**src/hw/burst_pkg.sv**
```systemverilog
package burst_pkg;

    // memory port geometry
    localparam int ADDR_BITS        = 32;
    localparam int BEAT_BITS        = 64;
    localparam int BEATS_PER_LINE   = 4;
    localparam int LINE_BITS        = BEAT_BITS * BEATS_PER_LINE;
    localparam int LINE_OFFSET_BITS = 5;

    typedef logic [ADDR_BITS-1:0] addr_t;
    typedef logic [BEAT_BITS-1:0] beat_t;
    typedef logic [LINE_BITS-1:0] line_t;
    typedef logic [$clog2(BEATS_PER_LINE)-1:0] beat_idx_t;

    // data side request, read and write are exclusive
    typedef struct packed {
        addr_t addr;
        logic  read;
        logic  write;
        line_t wdata;
    } dcache_req_t;

    // resp is a one-cycle pulse, rdata valid with it on reads
    typedef struct packed {
        logic  resp;
        line_t rdata;
    } line_rsp_t;

    typedef enum logic [1:0] {
        ARB_IDLE,
        ARB_READ_I,
        ARB_READ_D,
        ARB_WRITE_D
    } arb_state_e;

endpackage
```
**src/hw/line_fill_top.sv**
```systemverilog
`timescale 1ns/10ps

module line_fill_top (
    input  logic                   clk,
    input  logic                   rst,
    input  burst_pkg::addr_t       icache_addr_i,
    input  logic                   icache_read_i,
    input  burst_pkg::dcache_req_t dcache_req_i,
    input  logic                   bmem_ready_i,
    input  logic                   bmem_rvalid_i,
    input  burst_pkg::addr_t       bmem_raddr_i,
    input  burst_pkg::beat_t       bmem_rdata_i,
    output burst_pkg::line_rsp_t   icache_rsp_o,
    output burst_pkg::line_rsp_t   dcache_rsp_o,
    output burst_pkg::addr_t       bmem_addr_o,
    output logic                   bmem_read_o,
    output logic                   bmem_write_o,
    output burst_pkg::beat_t       bmem_wdata_o
);
    import burst_pkg::*;

    logic  write_start;
    line_t write_line;
    logic  write_done;
    line_t read_line;
    logic  read_done;

    // bmem_raddr_i stays unconnected, one read in flight at most
    line_fill_arbiter u_arbiter (
        .clk           (clk),
        .rst           (rst),
        .icache_addr_i (icache_addr_i),
        .icache_read_i (icache_read_i),
        .dcache_req_i  (dcache_req_i),
        .bmem_ready_i  (bmem_ready_i),
        .read_done_i   (read_done),
        .read_line_i   (read_line),
        .write_done_i  (write_done),
        .bmem_addr_o   (bmem_addr_o),
        .bmem_read_o   (bmem_read_o),
        .write_start_o (write_start),
        .write_line_o  (write_line),
        .icache_rsp_o  (icache_rsp_o),
        .dcache_rsp_o  (dcache_rsp_o)
    );

    burst_reader u_reader (
        .clk           (clk),
        .rst           (rst),
        .bmem_rvalid_i (bmem_rvalid_i),
        .bmem_rdata_i  (bmem_rdata_i),
        .read_line_o   (read_line),
        .read_done_o   (read_done)
    );

    burst_writer u_writer (
        .clk           (clk),
        .rst           (rst),
        .write_start_i (write_start),
        .write_line_i  (write_line),
        .bmem_ready_i  (bmem_ready_i),
        .bmem_write_o  (bmem_write_o),
        .bmem_wdata_o  (bmem_wdata_o),
        .write_done_o  (write_done)
    );

endmodule

```
**src/hw/line_fill_arbiter.sv**
```systemverilog
`timescale 1ns/10ps

module line_fill_arbiter (
    input  logic                   clk,
    input  logic                   rst,
    input  burst_pkg::addr_t       icache_addr_i,
    input  logic                   icache_read_i,
    input  burst_pkg::dcache_req_t dcache_req_i,
    input  logic                   bmem_ready_i,
    input  logic                   read_done_i,
    input  burst_pkg::line_t       read_line_i,
    input  logic                   write_done_i,
    output burst_pkg::addr_t       bmem_addr_o,
    output logic                   bmem_read_o,
    output logic                   write_start_o,
    output burst_pkg::line_t       write_line_o,
    output burst_pkg::line_rsp_t   icache_rsp_o,
    output burst_pkg::line_rsp_t   dcache_rsp_o
);
    import burst_pkg::*;

    arb_state_e state_q;
    arb_state_e state_d;
    logic       grant_i_read;
    logic       grant_d_read;
    logic       grant_d_write;

    // clear the byte offset so the memory sees a line address
    function automatic addr_t line_align(input addr_t addr);
        return {addr[ADDR_BITS-1:LINE_OFFSET_BITS], {LINE_OFFSET_BITS{1'b0}}};
    endfunction

    always_comb begin
        state_d       = state_q;
        grant_i_read  = 1'b0;
        grant_d_read  = 1'b0;
        grant_d_write = 1'b0;
        unique case (state_q)
            ARB_IDLE: begin
                // data side wins; a waiting data read also blocks fetch
                if (dcache_req_i.write) begin
                    grant_d_write = 1'b1;
                    state_d       = ARB_WRITE_D;
                end else if (dcache_req_i.read) begin
                    if (bmem_ready_i) begin
                        grant_d_read = 1'b1;
                        state_d      = ARB_READ_D;
                    end
                end else if (icache_read_i && bmem_ready_i) begin
                    grant_i_read = 1'b1;
                    state_d      = ARB_READ_I;
                end
            end
            ARB_READ_I, ARB_READ_D: begin
                if (read_done_i) begin
                    state_d = ARB_IDLE;
                end
            end
            ARB_WRITE_D: begin
                if (write_done_i) begin
                    state_d = ARB_IDLE;
                end
            end
            default: state_d = ARB_IDLE;
        endcase
    end

    always_ff @(posedge clk) begin
        if (rst) begin
            state_q       <= ARB_IDLE;
            bmem_read_o   <= 1'b0;
            write_start_o <= 1'b0;
        end else begin
            state_q       <= state_d;
            bmem_read_o   <= grant_i_read | grant_d_read;
            write_start_o <= grant_d_write;
        end
    end

    // address and write line captured once at the grant
    always_ff @(posedge clk) begin
        if (grant_d_read || grant_d_write) begin
            bmem_addr_o <= line_align(dcache_req_i.addr);
        end else if (grant_i_read) begin
            bmem_addr_o <= line_align(icache_addr_i);
        end
        if (grant_d_write) begin
            write_line_o <= dcache_req_i.wdata;
        end
    end

    // resp goes out in the same cycle as the done pulse
    always_comb begin
        icache_rsp_o.resp  = (state_q == ARB_READ_I) && read_done_i;
        icache_rsp_o.rdata = (state_q == ARB_READ_I) ? read_line_i : '0;
        dcache_rsp_o.resp  = ((state_q == ARB_READ_D) && read_done_i) ||
                             ((state_q == ARB_WRITE_D) && write_done_i);
        dcache_rsp_o.rdata = (state_q == ARB_READ_D) ? read_line_i : '0;
    end

endmodule

```
**src/hw/burst_writer.sv**
```systemverilog
`timescale 1ns/10ps

module burst_writer (
    input  logic             clk,
    input  logic             rst,
    input  logic             write_start_i,
    input  burst_pkg::line_t write_line_i,
    input  logic             bmem_ready_i,
    output logic             bmem_write_o,
    output burst_pkg::beat_t bmem_wdata_o,
    output logic             write_done_o
);
    import burst_pkg::*;

    logic      busy_q;
    beat_idx_t beat_idx_q;
    line_t     line_q;
    logic      beat_taken;
    logic      last_beat;

    assign beat_taken = busy_q && bmem_ready_i;
    assign last_beat  = (beat_idx_q == beat_idx_t'(BEATS_PER_LINE - 1));

    // current beat stays put until memory takes it
    assign bmem_write_o = busy_q;
    assign bmem_wdata_o = line_q[beat_idx_q * BEAT_BITS +: BEAT_BITS];

    always_ff @(posedge clk) begin
        if (rst) begin
            busy_q       <= 1'b0;
            beat_idx_q   <= '0;
            write_done_o <= 1'b0;
        end else begin
            write_done_o <= beat_taken && last_beat;
            if (write_start_i) begin
                busy_q     <= 1'b1;
                beat_idx_q <= '0;
            end else if (beat_taken) begin
                beat_idx_q <= beat_idx_q + 1'b1;
                if (last_beat) begin
                    busy_q <= 1'b0;
                end
            end
        end
    end

    // line held for the whole burst
    always_ff @(posedge clk) begin
        if (write_start_i) begin
            line_q <= write_line_i;
        end
    end

endmodule

```
**src/hw/burst_reader.sv**
```systemverilog
`timescale 1ns/10ps

module burst_reader (
    input  logic             clk,
    input  logic             rst,
    input  logic             bmem_rvalid_i,
    input  burst_pkg::beat_t bmem_rdata_i,
    output burst_pkg::line_t read_line_o,
    output logic             read_done_o
);
    import burst_pkg::*;

    beat_idx_t beat_idx_q;
    logic      last_beat;

    assign last_beat = (beat_idx_q == beat_idx_t'(BEATS_PER_LINE - 1));

    // beat counter wraps to zero after the last beat
    always_ff @(posedge clk) begin
        if (rst) begin
            beat_idx_q  <= '0;
            read_done_o <= 1'b0;
        end else begin
            read_done_o <= bmem_rvalid_i && last_beat;
            if (bmem_rvalid_i) begin
                beat_idx_q <= beat_idx_q + 1'b1;
            end
        end
    end

    // beat k lands in bits 64k and up
    always_ff @(posedge clk) begin
        if (bmem_rvalid_i) begin
            read_line_o[beat_idx_q * BEAT_BITS +: BEAT_BITS] <= bmem_rdata_i;
        end
    end

endmodule

```
**config.mk**
```make
export PLATFORM = sky130hd
export DESIGN_NAME = line_fill_top
export DESIGN_NICKNAME = d
export VERILOG_FILES = /design/src/hw/burst_pkg.sv /design/src/hw/line_fill_top.sv /design/src/hw/line_fill_arbiter.sv /design/src/hw/burst_writer.sv /design/src/hw/burst_reader.sv
export SDC_FILE = /design/constraint.sdc
export NUM_CORES = 1
export LEC_CHECK = 0
export ABC_AREA = 1
export BUFFER_PORTS_ARGS = -buffer_cell sky130_fd_sc_hd__buf_4
export CAP_MARGIN = 25
export CORE_AREA = 2 2 398 400
export CTS_CLUSTER_DIAMETER = 30
export DETAILED_ROUTE_END_ITERATION = 10
export DIE_AREA = 0 0 400 402
export GPL_ROUTABILITY_DRIVEN = 0
export PLACE_DENSITY = 0.39
export SLEW_MARGIN = 10
export SYNTH_ARGS = -nofsm -noshare
export SYNTH_HDL_FRONTEND = slang
export SYNTH_SLANG_ARGS = --single-unit
```
**constraint.sdc**
```tcl
create_clock -name clk -period 9.8 [get_ports clk]
set_input_delay 0.49 -clock clk [delete_from_list [all_inputs] [get_ports clk]]
set_output_delay 0.49 -clock clk [all_outputs]
set_load 0.01 [all_outputs]
```
==> impl_metrics.ini, run 1 <==
[final_layout]
register_area_mm2 = 0.0241
layout.nets = 4614
final_layout_size_suffix_gt1_share_pct = 32.9
area_delta_synth_final_pct = 61.5
fillers = 16000
multi_input_comb_area_mm2 = 0.00569

[run_status]
status = complete, no violations

[timing]
hold_violations = 0
fmax_ghz = 0.237
finalSetupViolations = 0
setup_ws_ns = 5.58
drv_slew = 0
finalCritPeriodShare_pct = 43.0
grt_setup_unrepaired = false
fin_worst_skew_ns = 0.0532
slew_headroom_pct = 29.0
worst_slew_pin_slew_ns = 1.07
fin_tns_setup_ns = 0
fin_crit_ns = 4.22

[clock_network]
clkSlewWorstSetupHoldPaths_ns = 0.05
clockBufferDepth = 3
cts_tree = yes
clkLatencyLatePin_ns = 0.81
numClockSinks = 806
htreeDepth = 4
post_cts_resized = 0
clock-root-buffer = clkbuf_16
cts_buffers = 217

[drt]
drt_iter0_drc = 1588
drtAntennaViolNets = 0
drtPass1Iterations = 5
wl_per_cell_um = 20.8
via_count = 25400
drc_errors = 0
drt_wl_total_mm = 135
viasPerCell = 3.92

[critical_path]
cp-start-kind = flip-flop
max_stage_delay_ns = 0.72
crit_top_cell = buf_4
crit-reg2reg-launch = u_reader.beat_idx_q[0]
r2r_cells = 7
crit_chain = inv_1 -> ha_4 -> buf_4 -> buf_4 -> nand2_1 -> inv_1 -> buf_4
crit_buf_inv = 5
end_kind = output pin
critical_path_class = reg -> out
crit_family = buffers and inverters
r2r-end = u_reader.read_line_o[185]
reg2reg_slack_ns = 6.57
critical-path-slowest-cell = buf_4
cp_max_fo = 76
crit_arrival_ns = 3.73
worstPathRequired_ns = 9.31

[synthesis]
synth_flop_cell = edfxtp_1
yosysWarnings = 0
synth_cell_type_count = 26
synth_edf_count = 795
syn-cell-area_mm2 = 0.0328
yosysTopAreaCell = edfxtp_1
synth.most_common_cell = edfxtp_1
synth_top_area_share_pct = 72.8
synthTopCellsByArea = edfxtp_1 (73%), inv_1 (6.8%), nand2_1 (6.8%)
ys_top_cells_by_count = edfxtp_1 (795), inv_1 (596), nand2_1 (593)
synth.avg_cell_area_um2 = 11.7
synth-seq-cells = 806
seq_area_frac_synth_pct = 73.5
synth_cells = 2796
synthArstFlopShare_pct = 0

[worst_hold_path]
min_from = icache_addr_i[30]
hold_path_end = u_arbiter.bmem_addr_o[30]
whs_path_depth = 3
min_path_type = in -> reg

[grt]
grt_max_degree = 138
grt_usage_pct = 16.2
grt_pass1_wl_mm = 185
grt_pass1_vias = 26100
grt_antenna_before_repair = 32
grt_overflow = 0

[floorplan]
die_w_um = 400
core_area_mm2 = 0.157
rows = 146
dieArea_mm2 = 0.161
initial_utilization_pct = 20.9
io_pins = 1035
fp.dieH_um = 402

[pwr]
cellLeakagePower_nw = 24.8
irDropWorstVdd_uv = 169
power.density_mw_per_mm2 = 290

[place]
pre_cts_ws_ns = 6.27
io_buffers = 987
dp_hpwl_mm = 95.8

[run]
cap_violations = 0
[power breakdown]
group | switching (mW) | internal (mW) | total, mW
Sequential | 0.173 | 4.49 | 4.66
Combinational | 2.22 | 1.30 | 3.52
Clock | 2.24 | 4.94 | 7.17
Total | 4.63 | 10.7 | 15.4
[cell families after synthesis]
logic type	after synthesis	synth area share [%]
xor gates and xnor gates	1	0.0267
other	1	0.0114
adders and majority gates	11	0.420
AOI/OAI and AO/OA	199	3.30
buffers and inverters	751	9.35
and+or+nand+nor	1027	13.4
DFF	806	73.5
[per-layer routing]
layer | track usage (%) | vias to the layer above | routed length (um)
li1 | - | 11900 | -
met1 | 17.6 | 12200 | 50600
met2 | 27.5 | 986 | 65900
met3 | 6.34 | 225 | 12300
met4 | 7.37 | 22 | 5600
met5 | 0 | - | 137
[stage by stage]
stage	total power, mW	hold slack [ns]	instances	instance area (um2)	utilization, %
3_3_place_gp	8.16	0.401	5729	42300	26.9
6_report	15.4	0.0725	6464	53000	33.7
4_1_cts	15.6	0.0134	6444	52800	33.6
5_1_grt	16.1	0.0314	6461	52900	33.7
3_5_place_dp	8.17	0.405	5729	42300	26.9
2_1_floorplan	6.33	0.400	2800	32800	-
[worst max path at each step]
stage          cells past startpoint                    start                         end
2_1_floorplan                      2  u_arbiter.write_start_o      u_writer.beat_idx_q[1]
3_3_place_gp                       6     u_arbiter.state_q[0]  u_arbiter.write_line_o[93]
3_5_place_dp                       7     u_arbiter.state_q[1]            icache_rsp_o[99]
4_1_cts                            7     u_arbiter.state_q[1]            icache_rsp_o[99]
5_1_grt                            7     u_arbiter.state_q[1]            icache_rsp_o[99]
6_report                           7     u_arbiter.state_q[1]           icache_rsp_o[191]
[sequential cells by signal, summed over array words and instances, names as in the netlist]
name and count:
u_arbiter.state_q 2, u_arbiter.write_line_o 256, u_arbiter.write_start_o 1, u_writer.line_q 256, u_writer.beat_idx_q 2, u_reader.read_line_o 256
u_writer.bmem_write_o 1, u_reader.beat_idx_q 2, u_writer.write_done_o 1, u_arbiter.bmem_addr_o 27, u_reader.read_done_o 1, u_arbiter.bmem_read_o 1
[layout make-up]
class,instances,area share [%]
clock buffers,247,10.5
flip-flops and latches,806,45.5
repair buffers,1315,20.2
inverters,597,4.27
diodes,17,0.0803
well taps,2072,4.90
multi-input cells,1243,10.8
clock inverters,167,3.83
[cells in the final DEF (no fill, tap or decap), types with 3 or more instances in the layout]
master and instances:
buf_4 1010, edfxtp_1 795, inv_1 588, nand2_1 588, dlygate4sd3_1 301, nor2_1 252, clkbuf_16 217, nor3_1 87
o21ai_0 80, o22ai_1 64, nor3_2 60, clkinv_2 50, o21ai_1 50, clkinv_1 45, bufinv_16 34, nand3_1 30
clkbuf_1 30, diode_2 17, clkinvlp_4 15, clkinv_16 11, clkinv_4 9, ha_1 8, dfxtp_1 8, conb_1 5
nand2_2 4, inv_4 3, nand2_4 3, a21oi_1 3, inv_6 3
[worst min-delay path, delay by kind of cell]
| family | cells | cell delay [ns] |
|---|---|---|
| buf+inv | 1 | 0.08 |
| simple gates | 2 | 0.14 |
[what timing repair did]
item,in CTS,in global routing
buffers inserted,0,0
endpoints found under the hold margin,286,0
hold buffers,301,0
Power figures use the tool's default switching activity.
==> run 2: changes to the inputs <==
Clock period 9.8 ns to 4.2 ns, I/O delays scaled along.
==> run 2 against run 1 <==
Highest routed layer unchanged; core utilization rose by 0.44 points; count of clock-buffer cells in the layout fell by 4; register-to-register slack got worse by 5.4 ns; largest cell class unchanged; critical path depth fell by 1; worst setup slack got worse by 4.5 ns; non-clock buffer count rose by 105; cell count rose by 1.3%; design area rose by 1.3%.
==> impl_metrics.ini, run 2 (synthesis gave the netlist of run 1 again) <==
[final_layout]
final_layout_size_suffix_gt1_share_pct = 32.6
area_delta_synth_final_pct = 63.6
layout.nets = 4714
final_cells = 6546
largestRegisters = u_arbiter.write_line_o: 256 flops, u_reader.read_line_o: 256 flops, u_writer.line_q: 256 flops
layout_commonest_cell = buf_4
layout_common_cells = buf_4 (1,025), edfxtp_1 (795), inv_1 (587), nand2_1 (587), dlygate4sd3_1 (383)

[critical_path]
r2r_cells = 6
worstPathRequired_ns = 4.68
crit_arrival_ns = 3.56
cp_max_fo = 31
crit-reg2reg-launch = u_arbiter.state_q[0]
crit_family = simple AND/OR/NAND/NOR gates
cp-start-kind = flip-flop
critical-path-slowest-cell = nand2_2
reg2reg_slack_ns = 1.12
critical_path_class = reg -> reg
max_stage_delay_ns = 0.65
crit_buf_inv = 2
crit_chain = inv_2 -> ha_4 -> nand2_2 -> nand2_1 -> nand2_1 -> dlygate4sd3_1
r2r-end = u_arbiter.bmem_addr_o[13]
end_kind = flip-flop
crit_top_cell = nand2_1

[drt]
drc_errors = 0
via_count = 25700
viasPerCell = 3.93
wl_per_cell_um = 20.7
drtAntennaViolNets = 0
drt_iter0_drc = 1611
drtPass1Iterations = 5
drt_wl_total_mm = 135

[clock_network]
clockBufferDepth = 3
clkLatencyLatePin_ns = 0.81
clock-root-buffer = clkbuf_16
numClockSinks = 806
post_cts_resized = 0
postCtsSetupBuffers = 0
cts_buffers = 212
cts_tree = yes
clkSlewWorstSetupHoldPaths_ns = 0.05
htreeDepth = 4

[place]
io_buffers = 987
dp_cells = 5754
dp_hpwl_mm = 97.3

[grt]
grt_usage_pct = 16.3
grt_pass1_wl_mm = 188
grt_max_degree = 108
grt_overflow = 0
grt_antenna_before_repair = 18
grt_pass1_vias = 26500

[floorplan]
die_w_um = 400
dieArea_mm2 = 0.161
core_area_mm2 = 0.157
fp.dieH_um = 402
initial_utilization_pct = 20.9
rows = 146
io_pins = 1035

[timing]
finalCritPeriodShare_pct = 73.3
finalSetupViolations = 0
fmax_ghz = 0.325
grt_setup_unrepaired = false
worst_slew_pin_slew_ns = 0.987
fin_worst_skew_ns = 0.0762
drv_slew = 0
slew_headroom_pct = 34.2
whs_ns = 0.103
fin_crit_ns = 3.08
hold_violations = 0

[pwr]
pwr-share-seq_pct = 30.9
power.switching_mw = 10.8
p_sw_share_pct = 30.7
combPwrFrac_pct = 24.3
clockPowerShare_pct = 44.8
cellLeakagePower_nw = 25.1
p_int_mw = 24.4
irDropWorstVdd_uv = 448
power.density_mw_per_mm2 = 657

[worst_hold_path]
hold_path_end = u_arbiter.write_line_o[62]
whs_path_depth = 2
min_from = dcache_req_i[62]
min_path_type = in -> reg

[run_status]
status = complete, no violations

[run]
cap_violations = 0
## run 2: cell count changes in the layout (fill, tap and decap cells not counted), moves of 6 or more
cell and change:
buf_12 +9, dlygate4sd3_1 +82, clkinvlp_4 +12, buf_4 +15
clkinv_1 -10, clkinv_4 -6, bufinv_16 -10
## run 2: power groups by stage
stage          sequential, mW  combinational (mW)  clock, mW
3_3_place_gp             11.0                8.24          0
2_1_floorplan            11.1                3.55          0
6_report                 10.9                8.55       15.8
3_5_place_dp             11.0                8.25          0
4_1_cts                  10.9                8.73       16.1
5_1_grt                  11.0                9.32       16.6
## run 2: metrics by stage
step | power [mW] | setup TNS [ns] | setup WS, ns | util (%) | area (um2)
after floorplan | 14.7 | -195.57 | -0.764 | - | 32800
after global placement | 19.3 | 0 | 1.38 | 27.1 | 42600
after detailed placement | 19.3 | 0 | 1.33 | 27.1 | 42600
after CTS | 35.8 | 0 | 0.941 | 34.1 | 53600
after global routing | 36.9 | 0 | 0.811 | 34.1 | 53600
final | 35.2 | 0 | 1.12 | 34.1 | 53600
## run 2: routing by layer
layer | wire, um | global-route usage (%) | part of all wire (%) | vias up
li1 | - | - | - | 12100
met1 | 54100 | 19.1 | 40 | 12500
met2 | 66800 | 28.0 | 49 | 934
met3 | 10400 | 5.02 | 7.7 | 186
met4 | 4030 | 5.80 | 3.0 | 10
met5 | 73 | 0 | 0.054 | -
## run 2: worst max path at each step
| stage | slack, ns | cells after the start | endpoint | from |
|---|---|---|---|---|
| after detailed placement | 1.33 | 7 | u_arbiter.bmem_addr_o[29] | u_arbiter.state_q[0] |
| after global placement | 1.38 | 7 | u_arbiter.bmem_addr_o[27] | u_arbiter.state_q[0] |
| after floorplan | -0.76 | 5 | u_arbiter.write_line_o[0] | u_arbiter.state_q[1] |
| final | 1.12 | 6 | u_arbiter.bmem_addr_o[13] | u_arbiter.state_q[0] |
| after global routing | 0.81 | 5 | bmem_wdata_o[23] | u_writer.beat_idx_q[0] |
| after CTS | 0.94 | 5 | bmem_wdata_o[23] | u_writer.beat_idx_q[0] |
## run 2: area by class of cell
class	instances	area [um2]
Inverter	597	2260
Multi-Input combinational cell	1243	5710
Timing Repair Buffer	1420	11800
Clock buffer	243	5420
Sequential cell	806	24100
Fill cell	16000	103000
Antenna cell	12	30.0
Clock inverter	153	1750
Tap cell	2072	2590
## run 2: timing repair
item / 4_1_cts / 5_1_grt
endpoints found under the setup margin: 0 / 0
hold buffers: 383 / 0
hold endpoints to repair: 537 / 0
==> run 3: changes to the inputs <==
Clock period 4.2 ns to 3.18 ns, I/O delays scaled along.
==> run 3 against run 2 <==
Design area rose by 0.52%; non-clock buffer count is 16 higher; count of clock-buffer cells in the layout is 11 lower; total power increased by 32%; global-route usage down 0.14 points; clock skew down 0.031 ns; first-iteration DRC count down 1.3%; combinational power is 32% higher; sequential cell count did not move; critical path type is now reg -> out.
==> impl_metrics.ini, run 3 (synthesis gave the netlist of run 1 again) <==
[run_status]
status = complete, no violations

[critical_path]
r2r_cells = 6
cp_num_cells = 4
crit_top_cell = buf_4
end_kind = output pin
crit_chain = buf_4 -> o21ai_0 -> o22ai_1 -> buf_4
crit_family = buffers and inverters
critical-path-slowest-cell = buf_4
crit_buf_inv = 2
critical_path_class = reg -> out
max_stage_delay_ns = 0.53
cp-start-kind = flip-flop
worstPathRequired_ns = 3.02
cp_max_fo = 36
crit_arrival_ns = 2.57

[pwr]
cellLeakagePower_nw = 25.2
power.density_mw_per_mm2 = 860
irDropWorstVdd_uv = 446

[floorplan]
core_area_mm2 = 0.157
rows = 146
io_pins = 1035
dieArea_mm2 = 0.161
initial_utilization_pct = 20.9
fp.dieH_um = 402
die_w_um = 400

[timing]
finalSetupViolations = 0
slew_headroom_pct = 35.6
hold_violations = 0
whs_ns = 0.0910
grt_setup_unrepaired = false
fin_crit_ns = 2.72
drv_slew = 0
worst_slew_pin_slew_ns = 0.966
fin_worst_skew_ns = 0.0448
fmax_ghz = 0.367
finalCritPeriodShare_pct = 85.7

[grt]
grt_antenna_before_repair = 26
grt_max_degree = 109
grt_pass1_vias = 26100
grt_usage_pct = 16.2
grt_overflow = 0
grt_pass1_wl_mm = 185

[final_layout]
area_delta_synth_final_pct = 64.5
layout_commonest_cell = buf_4
register_area_mm2 = 0.0241
largestRegisters = u_arbiter.write_line_o: 256 flops, u_reader.read_line_o: 256 flops, u_writer.line_q: 256 flops
layout_common_cells = buf_4 (1,008), edfxtp_1 (795), nand2_1 (587)
fillers = 16000
final_layout_size_suffix_gt1_share_pct = 32.6
fin_area_mm2 = 0.0539
final_cells = 6563
multi_input_comb_area_mm2 = 0.00571
final_util_pct = 34.3
layout.nets = 4726

[drt]
drt_iter0_drc = 1590
viasPerCell = 3.90
via_count = 25600
drc_errors = 0
drt_wl_total_mm = 135
wl_per_cell_um = 20.5
drtAntennaViolNets = 0
drtPass1Iterations = 6

[clock_network]
clkSlewWorstSetupHoldPaths_ns = 0.05
postCtsSetupBuffers = 0
cts_tree = yes
htreeDepth = 4
clockBufferDepth = 3
numClockSinks = 806
cts_buffers = 208
clkLatencyLatePin_ns = 0.79
clock-root-buffer = clkbuf_16

[worst_hold_path]
whs_path_depth = 2
min_path_type = in -> reg

[place]
dp_hpwl_mm = 98.0
dp_cells = 5750
placed_cell_area_mm2 = 0.0427
io_buffers = 987

[run]
cap_violations = 0
[run 3: path summary, 6_finish.rpt]
path	slack, ns	startpoint	to
worst min-delay path	0.09	dcache_req_i[30]	u_arbiter.write_line_o[30]
worst max-delay path	0.46	u_writer.beat_idx_q[1]	bmem_wdata_o[29]
worst min register to register	0.40	u_arbiter.write_line_o[176]	u_writer.line_q[176]
worst max register to register	0.67	u_arbiter.state_q[1]	u_arbiter.bmem_addr_o[17]
[run 3: cell type report]
cell class	instances	area share (%)
clock inverter	157	3.24
multi-input combinational	1243	10.6
inverter	597	4.19
clock buffer	232	9.94
sequential	806	44.7
antenna	20	0.0928
timing repair buffer	1436	22.4
tap	2072	4.81
[run 3: timing repair]
item                                   in CTS  in global routing
endpoints found under the hold margin     573                  0
hold buffers                              404                  0
resized for setup                           0                  0
[run 3: report_power, final]
part	internal [mW]	switching [mW]	total [mW]
Sequential	13.8	0.513	14.3
Clock	14.1	6.69	20.8
Combinational	4.32	6.94	11.3
[run 3: per-stage QoR]
step,TNS [ns],total power [mW],worst slack [ns]
6_report,0,46.4,0.456
5_1_grt,0,48.5,0.250
4_1_cts,0,47.1,0.320
3_5_place_dp,0,25.4,0.807
3_3_place_gp,0,25.4,0.795
2_1_floorplan,-456.69,19.4,-1.78
[run 3: per-layer routing]
metal	part of all wire [%]	up-vias	track usage (%)	routed length (um)
met5	0.065	-	0	87
met4	3.4	14	6.46	4570
met3	8.2	198	5.77	11100
met2	50	979	27.8	66800
met1	39	12300	18.1	52200
li1	-	12100	-	-
